===== src/source/acc_pkg.sv =====
// ======================================
// Accumulator pipeline shared types
// Opcodes, command word with its payload
// union, decoded op and result word
// ======================================

`default_nettype none

package acc_pkg;

  // Accumulator and result width, wraps modulo 2^ACC_W
  localparam int unsigned ACC_W = 24;

  // ======================================
  // Command word
  // ======================================

  typedef enum logic [1:0] {
    OP_LOAD = 2'd0,
    OP_ADD  = 2'd1,
    OP_MAC  = 2'd2,
    OP_READ = 2'd3
  } opcode_e;

  // Second reading of the payload, fa in the upper byte
  typedef struct packed {
    logic [7:0] fa;
    logic [7:0] fb;
  } factors_t;

  // LOAD and ADD read imm, MAC reads factors
  typedef union packed {
    logic [15:0] imm;
    factors_t    factors;
  } payload_u;

  typedef struct packed {
    opcode_e  opcode;
    payload_u payload;
  } cmd_t;

  // ======================================
  // Decoded op and result
  // ======================================

  // Load replaces the accumulator, otherwise operand is added
  typedef struct packed {
    logic        load;
    logic [15:0] operand;
  } dec_op_t;

  typedef struct packed {
    logic [ACC_W-1:0] acc;
  } result_t;

endpackage

`default_nettype wire


===== src/source/acc_execute.sv =====
// ======================================
// Accumulator execute stage
// Applies each decoded op to the 24-bit
// accumulator and emits the new value
// ======================================

`default_nettype none

module acc_execute (
  input  wire logic             clk_i,
  input  wire logic             rst_ni,
  // Decoded op input
  input  wire logic             op_valid_i,
  output logic                  op_ready_o,
  input  wire acc_pkg::dec_op_t op_i,
  // Result output
  output logic                  res_valid_o,
  input  wire logic             res_ready_i,
  output acc_pkg::result_t      res_o
);

  import acc_pkg::*;

  logic [ACC_W-1:0] acc_q;
  logic [ACC_W-1:0] acc_next;
  logic [ACC_W-1:0] operand_ext;
  logic             res_valid_q;
  logic             accept;

  // ======================================
  // Accumulator update
  // ======================================

  // Operands are unsigned, so zero extension
  assign operand_ext = ACC_W'(op_i.operand);

  always_comb begin
    if (op_i.load) begin
      acc_next = operand_ext;
    end else begin
      // Sum wraps at the accumulator width
      acc_next = acc_q + operand_ext;
    end
  end

  // ======================================
  // Result stage
  // ======================================

  // Stall while a result is waiting and the egress side is not taking it
  assign op_ready_o = ~res_valid_q | res_ready_i;
  assign accept     = op_valid_i & op_ready_o;

  always_ff @(posedge clk_i or negedge rst_ni) begin
    if (!rst_ni) begin
      res_valid_q <= 1'b0;
    end else if (accept) begin
      res_valid_q <= 1'b1;
    end else if (res_ready_i) begin
      res_valid_q <= 1'b0;
    end
  end

  // The accumulator changes only on accept, which is also when a
  // new result is launched, so it doubles as the result register
  always_ff @(posedge clk_i or negedge rst_ni) begin
    if (!rst_ni) begin
      acc_q <= '0;
    end else if (accept) begin
      acc_q <= acc_next;
    end
  end

  assign res_valid_o = res_valid_q;
  assign res_o.acc   = acc_q;

endmodule

`default_nettype wire


===== src/source/acc_pipe_top.sv =====
// ======================================
// Accumulator command pipeline top
// Ingress queue, decode, execute and
// egress queue in a valid/ready chain
// ======================================

`default_nettype none

module acc_pipe_top #(
  parameter int unsigned QUEUE_DEPTH = 4
) (
  input  wire logic             clk_i,
  input  wire logic             rst_ni,
  // Command input
  input  wire logic             in_valid_i,
  output logic                  in_ready_o,
  input  wire acc_pkg::cmd_t    in_cmd_i,
  // Result output
  output logic                  out_valid_o,
  input  wire logic             out_ready_i,
  output acc_pkg::result_t      out_result_o
);

  import acc_pkg::*;

  // Ingress queue to decode
  logic    ing_valid;
  logic    ing_ready;
  cmd_t    ing_cmd;
  // Decode to execute
  logic    dec_valid;
  logic    dec_ready;
  dec_op_t dec_op;
  // Execute to egress queue
  logic    exe_valid;
  logic    exe_ready;
  result_t exe_res;

  // Flow mode, so an idle pipeline adds no cycle here
  cmd_queue #(
    .T     (cmd_t),
    .DEPTH (QUEUE_DEPTH),
    .FLOW  (1'b1),
    .PIPE  (1'b0)
  ) i_ingress_queue (
    .clk_i       (clk_i),
    .rst_ni      (rst_ni),
    .enq_valid_i (in_valid_i),
    .enq_ready_o (in_ready_o),
    .enq_data_i  (in_cmd_i),
    .deq_valid_o (ing_valid),
    .deq_ready_i (ing_ready),
    .deq_data_o  (ing_cmd)
  );

  cmd_decode i_decode (
    .clk_i       (clk_i),
    .rst_ni      (rst_ni),
    .cmd_valid_i (ing_valid),
    .cmd_ready_o (ing_ready),
    .cmd_i       (ing_cmd),
    .op_valid_o  (dec_valid),
    .op_ready_i  (dec_ready),
    .op_o        (dec_op)
  );

  acc_execute i_execute (
    .clk_i       (clk_i),
    .rst_ni      (rst_ni),
    .op_valid_i  (dec_valid),
    .op_ready_o  (dec_ready),
    .op_i        (dec_op),
    .res_valid_o (exe_valid),
    .res_ready_i (exe_ready),
    .res_o       (exe_res)
  );

  // Pipe mode keeps a full egress queue moving at one result per cycle
  cmd_queue #(
    .T     (result_t),
    .DEPTH (QUEUE_DEPTH),
    .FLOW  (1'b0),
    .PIPE  (1'b1)
  ) i_egress_queue (
    .clk_i       (clk_i),
    .rst_ni      (rst_ni),
    .enq_valid_i (exe_valid),
    .enq_ready_o (exe_ready),
    .enq_data_i  (exe_res),
    .deq_valid_o (out_valid_o),
    .deq_ready_i (out_ready_i),
    .deq_data_o  (out_result_o)
  );

endmodule

`default_nettype wire


===== src/source/cmd_decode.sv =====
// ======================================
// Command decode stage
// Reads the payload as an immediate or
// as two factors and registers the op
// ======================================

`default_nettype none

module cmd_decode (
  input  wire logic           clk_i,
  input  wire logic           rst_ni,
  // Command input
  input  wire logic           cmd_valid_i,
  output logic                cmd_ready_o,
  input  wire acc_pkg::cmd_t  cmd_i,
  // Decoded op output
  output logic                op_valid_o,
  input  wire logic           op_ready_i,
  output acc_pkg::dec_op_t    op_o
);

  import acc_pkg::*;

  dec_op_t op_next;
  dec_op_t op_q;
  logic    op_valid_q;
  logic    accept;

  // ======================================
  // Payload decode
  // ======================================

  always_comb begin
    op_next = '0;
    case (cmd_i.opcode)
      OP_LOAD: begin
        op_next.load    = 1'b1;
        op_next.operand = cmd_i.payload.imm;
      end
      OP_ADD: begin
        op_next.load    = 1'b0;
        op_next.operand = cmd_i.payload.imm;
      end
      OP_MAC: begin
        // 8x8 product fits the 16-bit operand exactly
        op_next.load    = 1'b0;
        op_next.operand = cmd_i.payload.factors.fa * cmd_i.payload.factors.fb;
      end
      OP_READ: begin
        // Add of zero leaves the accumulator as it is
        op_next.load    = 1'b0;
        op_next.operand = '0;
      end
      default: begin
        op_next = '0;
      end
    endcase
  end

  // ======================================
  // Output register
  // ======================================

  // Free when empty or being drained this cycle
  assign cmd_ready_o = ~op_valid_q | op_ready_i;
  assign accept      = cmd_valid_i & cmd_ready_o;

  always_ff @(posedge clk_i or negedge rst_ni) begin
    if (!rst_ni) begin
      op_valid_q <= 1'b0;
    end else if (accept) begin
      op_valid_q <= 1'b1;
    end else if (op_ready_i) begin
      op_valid_q <= 1'b0;
    end
  end

  always_ff @(posedge clk_i) begin
    if (accept) begin
      op_q <= op_next;
    end
  end

  assign op_valid_o = op_valid_q;
  assign op_o       = op_q;

endmodule

`default_nettype wire


===== src/source/cmd_queue.sv =====
// ======================================
// Circular-buffer queue, valid/ready
// FLOW forwards into an empty queue,
// PIPE accepts while a full queue drains
// ======================================

`default_nettype none

module cmd_queue #(
  parameter type         T     = logic,
  parameter int unsigned DEPTH = 4,
  parameter bit          FLOW  = 1'b0,
  parameter bit          PIPE  = 1'b0
) (
  input  wire logic clk_i,
  input  wire logic rst_ni,
  // Enqueue side
  input  wire logic enq_valid_i,
  output logic      enq_ready_o,
  input  wire T     enq_data_i,
  // Dequeue side
  output logic      deq_valid_o,
  input  wire logic deq_ready_i,
  output T          deq_data_o
);

  // A single-entry queue still needs a one-bit pointer
  localparam int unsigned PTR_W = (DEPTH > 1) ? $clog2(DEPTH) : 1;
  localparam logic [PTR_W-1:0] LAST_PTR = PTR_W'(DEPTH - 1);

  T                 mem_q [DEPTH];
  logic [PTR_W-1:0] enq_ptr_q;
  logic [PTR_W-1:0] deq_ptr_q;
  logic [PTR_W-1:0] enq_ptr_next;
  logic [PTR_W-1:0] deq_ptr_next;
  logic             maybe_full_q;
  logic             ptr_match;
  logic             empty;
  logic             full;
  logic             do_enq;
  logic             do_deq;

  // ======================================
  // Status
  // ======================================

  // Matching pointers mean empty or full, maybe_full tells which
  assign ptr_match = (enq_ptr_q == deq_ptr_q);
  assign empty     = ptr_match & ~maybe_full_q;
  assign full      = ptr_match & maybe_full_q;

  // Explicit wrap so any depth works, not only powers of two
  assign enq_ptr_next = (enq_ptr_q == LAST_PTR) ? '0 : enq_ptr_q + 1'b1;
  assign deq_ptr_next = (deq_ptr_q == LAST_PTR) ? '0 : deq_ptr_q + 1'b1;

  // Pipe option: a full queue frees a slot in the cycle it is drained
  assign enq_ready_o = ~full | (PIPE & deq_ready_i);

  // ======================================
  // Output side and transfer decisions
  // ======================================

  always_comb begin
    deq_valid_o = ~empty;
    deq_data_o  = mem_q[deq_ptr_q];
    do_enq      = enq_valid_i & enq_ready_o;
    do_deq      = ~empty & deq_ready_i;
    // Flow option: an empty queue shows the input directly
    if (FLOW && empty) begin
      deq_valid_o = enq_valid_i;
      deq_data_o  = enq_data_i;
      // Consumer took the word this cycle, nothing to store
      if (deq_ready_i) begin
        do_enq = 1'b0;
      end
    end
  end

  // ======================================
  // Pointers and storage
  // ======================================

  always_ff @(posedge clk_i or negedge rst_ni) begin
    if (!rst_ni) begin
      enq_ptr_q    <= '0;
      deq_ptr_q    <= '0;
      maybe_full_q <= 1'b0;
    end else begin
      if (do_enq) begin
        enq_ptr_q <= enq_ptr_next;
      end
      if (do_deq) begin
        deq_ptr_q <= deq_ptr_next;
      end
      // Occupancy only changes when one side moves alone
      if (do_enq != do_deq) begin
        maybe_full_q <= do_enq;
      end
    end
  end

  always_ff @(posedge clk_i) begin
    if (do_enq) begin
      mem_q[enq_ptr_q] <= enq_data_i;
    end
  end

endmodule

`default_nettype wire


===== config.mk =====
export PLATFORM = sky130hd
export DESIGN_NAME = acc_pipe_top
export DESIGN_NICKNAME = d
export VERILOG_FILES = /design/src/source/acc_pkg.sv /design/src/source/acc_execute.sv /design/src/source/acc_pipe_top.sv /design/src/source/cmd_decode.sv /design/src/source/cmd_queue.sv
export SDC_FILE = /design/constraint.sdc
export NUM_CORES = 1
export LEC_CHECK = 0
export BUFFER_PORTS_ARGS = -buffer_cell sky130_fd_sc_hd__buf_2
export CORE_MARGIN = 10
export CORE_UTILIZATION = 41
export DETAILED_ROUTE_END_ITERATION = 16
export SLEW_MARGIN = 0
export SYNTH_ARGS = -nofsm -noshare
export SYNTH_HDL_FRONTEND = slang
export SYNTH_SLANG_ARGS = --single-unit
export TNS_END_PERCENT = 5

===== constraint.sdc =====
create_clock -name clk_i -period 7.8 [get_ports clk_i]
set_clock_uncertainty 0.15 [all_clocks]
set_input_delay 1.17 -clock clk_i [delete_from_list [all_inputs] [get_ports clk_i]]
set_output_delay 1.17 -clock clk_i [all_outputs]
set_load 0.005 [all_outputs]

==> flow_summary.json, run 1 <==
{
  "outcome": "completed",
  "tightestPinTransition_ns": 1.01,
  "clock_latency_ns": 0.54,
  "syn_nets": 955,
  "synth.distinct_cells": 60,
  "maxCapViolations": 0,
  "synth_edf_count": 185,
  "grt.total_usage_pct": 12.8,
  "cts.clk_slew.worst_paths_ns": 0.06,
  "core_um2": 27900,
  "synthesis.area_um2": 11600,
  "post_drt_wl_per_cell_um": 17.3,
  "clkSinkCount": 221,
  "grt_first_pass_wirelength_mm": 37.7,
  "criticalPathCategory": "reg2reg",
  "post-route-period-util_pct": 83.0,
  "yosys.area.top_type_share_pct": 47.7,
  "path_cells": "xnor2_1, nand2_1, nor2_4, mux2i_1, nor2_1, fa_1, fa_1, fa_1, inv_1, fa_1, inv_1, ha_1, o21ai_0, nand2_1, a31oi_1, o21ai_0, a21oi_1, xnor2_1, o22ai_1",
  "boundaryPins": 48,
  "die-area_um2": 35500,
  "drt_pass1_iterations": 4,
  "post-cts-setup-buffers": 0,
  "slew_violations": 0,
  "relSlewSlack_pct": 32.9,
  "first_iter_violations": 309,
  "htree_levels": 1,
  "die_h_um": 188,
  "setup_violations": 0,
  "drive_gt1_share_pct": 19.6,
  "drt_wl_total_mm": 22.6,
  "crit_fanout": 16,
  "hold_class": "reg2reg",
  "yosys_warnings": 0,
  "dieWidth_um": 188,
  "cts_buffers": 25,
  "hold_viol_final": 0,
  "cts_hold_buf": 0,
  "drt_drc_violations_left": 0,
  "grt_pass1_vias": 7208,
  "setup_tns_ns": 0,
  "num_rows": 61,
  "hpwl_mm": 15.2,
  "wl_met2_mm": 11.0,
  "slowest_delay_ns": 0.84,
  "num_vias": 6726,
  "ys.flop_type": "edfxtp_1",
  "crit_arrival_ns": 6.58,
  "max_freq_mhz": 154,
  "cts.path.max_buffers": 3,
  "netlist_instances": 834,
  "cts_tree": "yes",
  "drt-met1-wl_mm": 10.2,
  "yosys-top-cells-count": "185 x edfxtp_1, 75 x nor2_1, 62 x ha_1",
  "synth-async-reset-ratio_pct": 16.3,
  "gp_congestion": 0.866,
  "yosys-top-cells-area": "edfxtp_1 48%, mux4_2 8.1%, dfrtp_1 7.7%",
  "synth_most_common_cell": "edfxtp_1",
  "syn2layout_area_growth_pct": 13.7,
  "overflow": 0,
  "grt_max_degree": 38,
  "io_buffer_count": 47,
  "synth_top_cell_by_area": "edfxtp_1",
  "initial_utilization_pct": 41.8,
  "antenna_cells": 0,
  "antenna_found_initial": 0,
  "start_kind": "register",
  "fin_nets": 1025,
  "routed-wl-met3_um": 749,
  "avgSynthCellArea_um2": 14.0,
  "fillers": 2434,
  "crit_slowest_cell": "mux2i_1",
  "cpMostUsedCell": "fa_1",
  "required_ns": 7.91,
  "postRouteAntennaNets": 0,
  "grt_setup_unrepaired": "false",
  "synth_seq_cells": 221,
  "endpoint_kind": "register",
  "cts_resized": 0,
  "fin_crit_ns": 6.47,
  "yosysSeqAreaShare_pct": 55.5,
  "drt-vias-per-instance": 5.17,
  "top_layer": "met4",
  "cts-root-buf": "clkbuf_16"
}
[logic make-up (layout without fill, tap and decap cells)]
family                     count (synthesis)  after routing  share of synthesized area [%]
AOI/OAI and AO/OA                        132            132                           7.17
muxes                                     74             74                           11.3
and+or+nand+nor                          198            198                           7.87
DFF                                      221            221                           55.5
adders and majority gates                 99             99                           13.0
buffers and inverters                     84            173                           3.16
xor gates and xnor gates                  26             26                           1.96
[critical path: cells and delay by family (launching register included)]
kind	cells	cell delay, ns
buffers and inverters	2	0.09
and+or+nand+nor	4	0.99
AOI/OAI and AO/OA	5	0.96
xor gates and xnor gates	2	0.34
muxes	1	0.84
DFF	1	0.45
adders and majority gates	5	2.39
[layout make-up]
cell class / count / area, um^2 / area share [%]
Clock buffer: 29 / 651 / 4.92
Clock inverter: 17 / 224 / 1.69
Sequential cell: 221 / 6460 / 48.8
Inverter: 61 / 229 / 1.73
Multi-Input combinational cell: 529 / 4820 / 36.4
Timing Repair Buffer: 66 / 378 / 2.86
Tap cell: 378 / 473 / 3.57
[final timing paths]
path                                               from                     endpoint  slack, ns  cells after the start
max                        i_ingress_queue.enq_ptr_q[0]            i_decode.op_o[15]       1.33                     19
min                         i_egress_queue.maybe_full_q  i_egress_queue.maybe_full_q       0.36                      1
max reg2reg                i_ingress_queue.enq_ptr_q[0]            i_decode.op_o[15]       1.33                     19
min reg2reg                 i_egress_queue.maybe_full_q  i_egress_queue.maybe_full_q       0.36                      1
max in group asynchronous                        rst_ni  i_egress_queue.deq_ptr_q[0]       6.27                      1
min in group asynchronous                        rst_ni          i_execute.res_o[22]       0.61                      1
[cells in the final DEF (no fill, tap or decap), types with 35 or more instances in the layout]
cell type / netlist / routed
a21oi_1: 41 / 41
buf_2: 12 / 47
dfrtp_1: 36 / 35
edfxtp_1: 185 / 185
fa_1: 37 / 37
ha_1: 62 / 62
inv_1: 61 / 61
mux4_2: 42 / 42
nand2_1: 48 / 48
nor2_1: 75 / 75
[state kept, by name (all words and copies together) (netlist names)]
name,cells
i_egress_queue.mem_q,96
i_ingress_queue.mem_q,72
i_execute.res_o,24
i_decode.op_o,17
i_egress_queue.deq_ptr_q,2
i_egress_queue.enq_ptr_q,2
i_ingress_queue.deq_ptr_q,2
i_ingress_queue.enq_ptr_q,2
i_decode.op_valid_o,1
i_egress_queue.maybe_full_q,1
i_execute.res_valid_o,1
i_ingress_queue.maybe_full_q,1
[per-layer routing]
layer	GRT usage [%]	vias to the layer above
li1	-	3212
met1	16.2	3371
met2	22.2	105
met3	2.03	38
met4	3.85	0
met5	0	-
[stage by stage]
stage                     instance area, um^2  setup slack, ns  std cells  hold WS, ns  util (%)
final                                   13200             1.33       1301        0.357      47.5
after global placement                  12400             1.47       1255        0.341      44.4
after floorplan                         11600             2.16        834        0.318         -
after CTS                               13200             1.30       1301        0.358      47.5
after detailed placement                12400             1.31       1255        0.344      44.4
after global routing                    13200            0.840       1301        0.383      47.5
Power of run 1 is not shown: default switching activity piles up to over one toggle a cycle in this logic, so the estimate is an artifact.
==> run 2, diff against run 1 <==
==> constraint.sdc (replaced) <==
create_clock -name clk_i -period 6.32 [get_ports clk_i]
set_clock_uncertainty 0.15 [all_clocks]
set_input_delay 0.948 -clock clk_i [delete_from_list [all_inputs] [get_ports clk_i]]
set_output_delay 0.948 -clock clk_i [all_outputs]
set_load 0.005 [all_outputs]
==> flow_summary.json, run 2 (synthesis results as in run 1) <==
{
  "r2r-end": "i_decode.op_o[15]",
  "hold_path_end": "i_egress_queue.maybe_full_q",
  "hold_class": "reg2reg",
  "relSlewSlack_pct": 33.1,
  "first_iter_violations": 307,
  "cts_buffers": 25,
  "layout_commonest_cell": "edfxtp_1",
  "setup_violations": 0,
  "fin_nets": 1036,
  "clkSinkCount": 221,
  "reg2reg_from": "i_ingress_queue.deq_ptr_q[0]",
  "drt_drc_violations_left": 0,
  "cts-root-buf": "clkbuf_16",
  "antenna_found_initial": 0,
  "boundaryPins": 48,
  "gp_congestion": 0.802,
  "maxCapViolations": 0,
  "reg2reg_depth": 18,
  "cp_top_family": "adder cells",
  "setup_tns_ns": 0,
  "grt_pass1_vias": 6986,
  "die-area_um2": 35500,
  "drt_wl_total_mm": 22.3,
  "grt_first_pass_wirelength_mm": 37.1,
  "hold_viol_final": 0,
  "antenna_cells": 0,
  "startpoint": "i_ingress_queue.deq_ptr_q[0]",
  "start_kind": "register",
  "slew_violations": 0,
  "min_from": "i_egress_queue.maybe_full_q",
  "drt_pass1_iterations": 4,
  "dieWidth_um": 188,
  "grt_max_degree": 38,
  "io_buffer_count": 47,
  "crit_arrival_ns": 6.00,
  "num_vias": 6673,
  "drt-vias-per-instance": 5.09,
  "cts_resized": 0,
  "path_cells": "buf_4, mux4_2, mux2i_2, nor2_1, fa_1, fa_1, fa_1, inv_1, fa_1, inv_1, ha_1, o21ai_0, nand2_1, a31oi_1, o21ai_0, a21oi_1, xnor2_1, o22ai_1",
  "hpwl_mm": 15.4,
  "largest_register": "i_egress_queue.mem_q",
  "endpoint_kind": "register",
  "rrSetupSlack_ns": 0.43,
  "overflow": 0,
  "cts_hold_buf": 0,
  "outcome": "completed",
  "fin_crit_ns": 5.89,
  "largest_register_ffs": 96,
  "post-cts-setup-buffers": 0,
  "multi_input_area_um2": 4820,
  "htree_levels": 1,
  "final_cell_mix": "185 x edfxtp_1, 75 x nor2_1, 62 x ha_1",
  "crit_slowest_cell": "fa_1",
  "cts.clk_slew.worst_paths_ns": 0.06,
  "crit_fanout": 15,
  "postRouteAntennaNets": 0,
  "die_h_um": 188,
  "max_freq_mhz": 170,
  "criticalPathCategory": "reg2reg",
  "slowest_delay_ns": 0.56,
  "initial_utilization_pct": 41.8,
  "path_buf_inv": 3,
  "grt_setup_unrepaired": "false",
  "grt.total_usage_pct": 12.7,
  "cts_tree": "yes",
  "cts.path.max_buffers": 3,
  "seqCellArea_um2": 6460,
  "drive_gt1_share_pct": 20.8,
  "cpMostUsedCell": "fa_1",
  "clock_latency_ns": 0.53,
  "tightestPinTransition_ns": 1.00,
  "core_um2": 27900,
  "post_drt_wl_per_cell_um": 17.0,
  "fillers": 2439,
  "required_ns": 6.43,
  "worstHoldPathCells": 1,
  "post-route-period-util_pct": 93.2,
  "num_rows": 61,
  "syn2layout_area_growth_pct": 14.4
}
## run 2: how the worst max path moves through the flow
stage / cells after the start / slack, ns / to
finish: 18 / 0.43 / i_decode.op_o[15]
CTS: 18 / 0.41 / i_decode.op_o[15]
global route: 20 / 0.02 / i_decode.op_o[15]
detailed placement: 18 / 0.42 / i_decode.op_o[15]
floorplan: 20 / 0.70 / i_decode.op_o[15]
global placement: 18 / 0.52 / i_decode.op_o[15]
## run 2: metrics by stage
step,cell area (um^2),cells,hold WS [ns],worst slack [ns],utilization [%]
after floorplan,11600,834,0.318,0.702,-
after global placement,12500,1266,0.336,0.524,44.7
after detailed placement,12500,1266,0.366,0.422,44.7
after CTS,13300,1312,0.376,0.408,47.8
after global routing,13300,1312,0.411,0.0170,47.8
final,13300,1312,0.367,0.428,47.8
## run 2: worst register-to-register path, stage by stage, from the launching register on
cell and delay [ns]:
dfrtp_1 0.38, buf_4 0.29, mux4_2 0.55, mux2i_2 0.48, nor2_1 0.14, fa_1 0.53
fa_1 0.44, fa_1 0.56, inv_1 0.06, fa_1 0.53, inv_1 0.04, ha_1 0.32
o21ai_0 0.23, nand2_1 0.10, a31oi_1 0.28, o21ai_0 0.14, a21oi_1 0.19, xnor2_1 0.14
o22ai_1 0.09
## run 2: final cells by class
cell class / instances / share of cell area, %
Clock buffer: 34 / 5.25
Multi-Input combinational cell: 529 / 36.2
Tap cell: 378 / 3.55
Clock inverter: 12 / 1.20
Sequential cell: 221 / 48.5
Inverter: 61 / 1.72
Timing Repair Buffer: 77 / 3.55
## run 2: layer usage
| metal | global-route usage [%] | up-vias | share of wire [%] |
|---|---|---|---|
| met4 | 3.11 | 0 | 1.9 |
| li1 | - | 3240 | - |
| met5 | 0 | - | 0 |
| met2 | 21.9 | 84 | 50 |
| met1 | 16.4 | 3314 | 45 |
| met3 | 2.03 | 35 | 3.1 |
Power of run 2 is left out for the same reason.
==> run 3, diff against run 2 <==
--- a/config.mk
+++ b/config.mk
@@ -9,6 +9,7 @@
 export CORE_MARGIN = 10
 export CORE_UTILIZATION = 41
 export DETAILED_ROUTE_END_ITERATION = 16
+export PLACE_DENSITY = 0.59
 export SLEW_MARGIN = 0
 export SYNTH_ARGS = -nofsm -noshare
 export SYNTH_HDL_FRONTEND = slang
==> flow_summary.json, run 3 (synthesis results as in run 1) <==
{
  "htree_levels": 1,
  "crit_slowest_cell": "fa_1",
  "cts-root-buf": "clkbuf_16",
  "first_iter_violations": 273,
  "io_buffer_count": 47,
  "initial_utilization_pct": 41.8,
  "clkSinkCount": 221,
  "largest_register_ffs": 96,
  "final_cell_mix": "185 x edfxtp_1, 75 x nor2_1, 62 x ha_1",
  "drive_gt1_share_pct": 20.2,
  "finalCoreUtilization_pct": 47.3,
  "layout_commonest_cell": "edfxtp_1",
  "die_h_um": 188,
  "fin_crit_ns": 5.89,
  "largest_register": "i_egress_queue.mem_q",
  "relSlewSlack_pct": 31.4,
  "grt_first_pass_wirelength_mm": 37.3,
  "slew_violations": 0,
  "num_vias": 6713,
  "grt_setup_unrepaired": "false",
  "drt-vias-per-instance": 5.13,
  "cts_hold_buf": 0,
  "hold_path_end": "i_egress_queue.maybe_full_q",
  "rrSetupSlack_ns": 0.43,
  "wl_met2_mm": 11.3,
  "drt-met1-wl_mm": 10.1,
  "num_rows": 61,
  "criticalPathCategory": "reg2reg",
  "outcome": "completed",
  "cts_buffers": 24,
  "post-route-period-util_pct": 93.3,
  "max_freq_mhz": 170,
  "r2r-end": "i_decode.op_o[15]",
  "reg2reg_from": "i_ingress_queue.enq_ptr_q[0]",
  "cts_resized": 0,
  "reg2reg_depth": 22,
  "boundaryPins": 48,
  "dieWidth_um": 188,
  "postRouteAntennaNets": 0,
  "die-area_um2": 35500,
  "required_ns": 6.42,
  "min_from": "i_egress_queue.maybe_full_q",
  "top_layer": "met4",
  "drt_pass1_iterations": 4,
  "crit_arrival_ns": 5.99,
  "start_kind": "register",
  "antenna_found_initial": 0,
  "path_cells": "xnor2_1, nand2_1, nor2_4, buf_4, mux2i_1, buf_4, or2_2, fa_1, fa_1, inv_1, fa_1, inv_1, fa_1, inv_1, ha_1, o21ai_0, o21ai_0, a31oi_1, o21ai_0, a21oi_1, xnor2_1, o22ai_1",
  "cpMostUsedCell": "fa_1",
  "hold_class": "reg2reg",
  "syn2layout_area_growth_pct": 13.3,
  "hold_slack_ns": 0.354,
  "setup_tns_ns": 0,
  "drt_drc_violations_left": 0,
  "gp_congestion": 0.825,
  "antenna_cells": 0,
  "core_um2": 27900,
  "hold_viol_final": 0,
  "routed-wl-met3_um": 849,
  "post_drt_wl_per_cell_um": 17.3,
  "tightestPinTransition_ns": 1.03,
  "cts.path.max_buffers": 3,
  "maxCapViolations": 0,
  "crit_fanout": 12,
  "grt_pass1_vias": 6903,
  "fin_nets": 1033,
  "overflow": 0,
  "hpwl_mm": 15.6,
  "endpoint_kind": "register",
  "cts.clk_slew.worst_paths_ns": 0.06,
  "clock_latency_ns": 0.52,
  "setup_violations": 0,
  "post-cts-setup-buffers": 0,
  "grt.total_usage_pct": 12.9,
  "drt_wl_total_mm": 22.6,
  "slowest_delay_ns": 0.54,
  "worstHoldPathCells": 1,
  "grt_max_degree": 38,
  "cts_tree": "yes"
}
-- run 3: how the worst max path moves through the flow --
stage,startpoint,endpoint,cells after the start
CTS,i_ingress_queue.enq_ptr_q[0],i_decode.op_o[15],21
detailed placement,i_ingress_queue.enq_ptr_q[0],i_decode.op_o[15],21
global placement,i_ingress_queue.enq_ptr_q[0],i_decode.op_o[15],22
global route,i_ingress_queue.enq_ptr_q[1],i_decode.op_o[15],20
finish,i_ingress_queue.enq_ptr_q[0],i_decode.op_o[15],22
floorplan,i_ingress_queue.enq_ptr_q[0],i_decode.op_o[15],20
-- run 3: cell type report --
type                            instances  area [um^2]
Clock buffer                           34          678
Sequential cell                       221         6460
Inverter                               61          229
Multi-Input combinational cell        529         4820
Timing Repair Buffer                   75          458
Clock inverter                         10         65.1
Tap cell                              378          473
Fill cell                            2476        14700
-- run 3: through the flow --
| step | worst slack, ns | cells | cell area (um^2) |
|---|---|---|---|
| finish | 0.426 | 1308 | 13200 |
| global route | 0.0394 | 1308 | 13200 |
| CTS | 0.426 | 1308 | 13200 |
| detailed placement | 0.455 | 1264 | 12400 |
| global placement | 0.547 | 1264 | 12400 |
| floorplan | 0.702 | 834 | 11600 |
-- run 3: worst max-delay path: cells and delay by family (launching register included) --
kind	cells	cell delay, ns
fa+ha+maj	5	2.42
compound gates	6	0.97
buf+inv	5	0.60
simple gates	3	0.57
flops	1	0.44
xor+xnor	2	0.33
mux	1	0.11
-- run 3: metal layers --
layer | global-route usage [%] | vias up
li1 | - | 3227
met3 | 2.09 | 33
met4 | 3.21 | 0
met5 | 0 | -
met2 | 22.2 | 105
met1 | 16.5 | 3348
Power of run 3 is left out for the same reason.
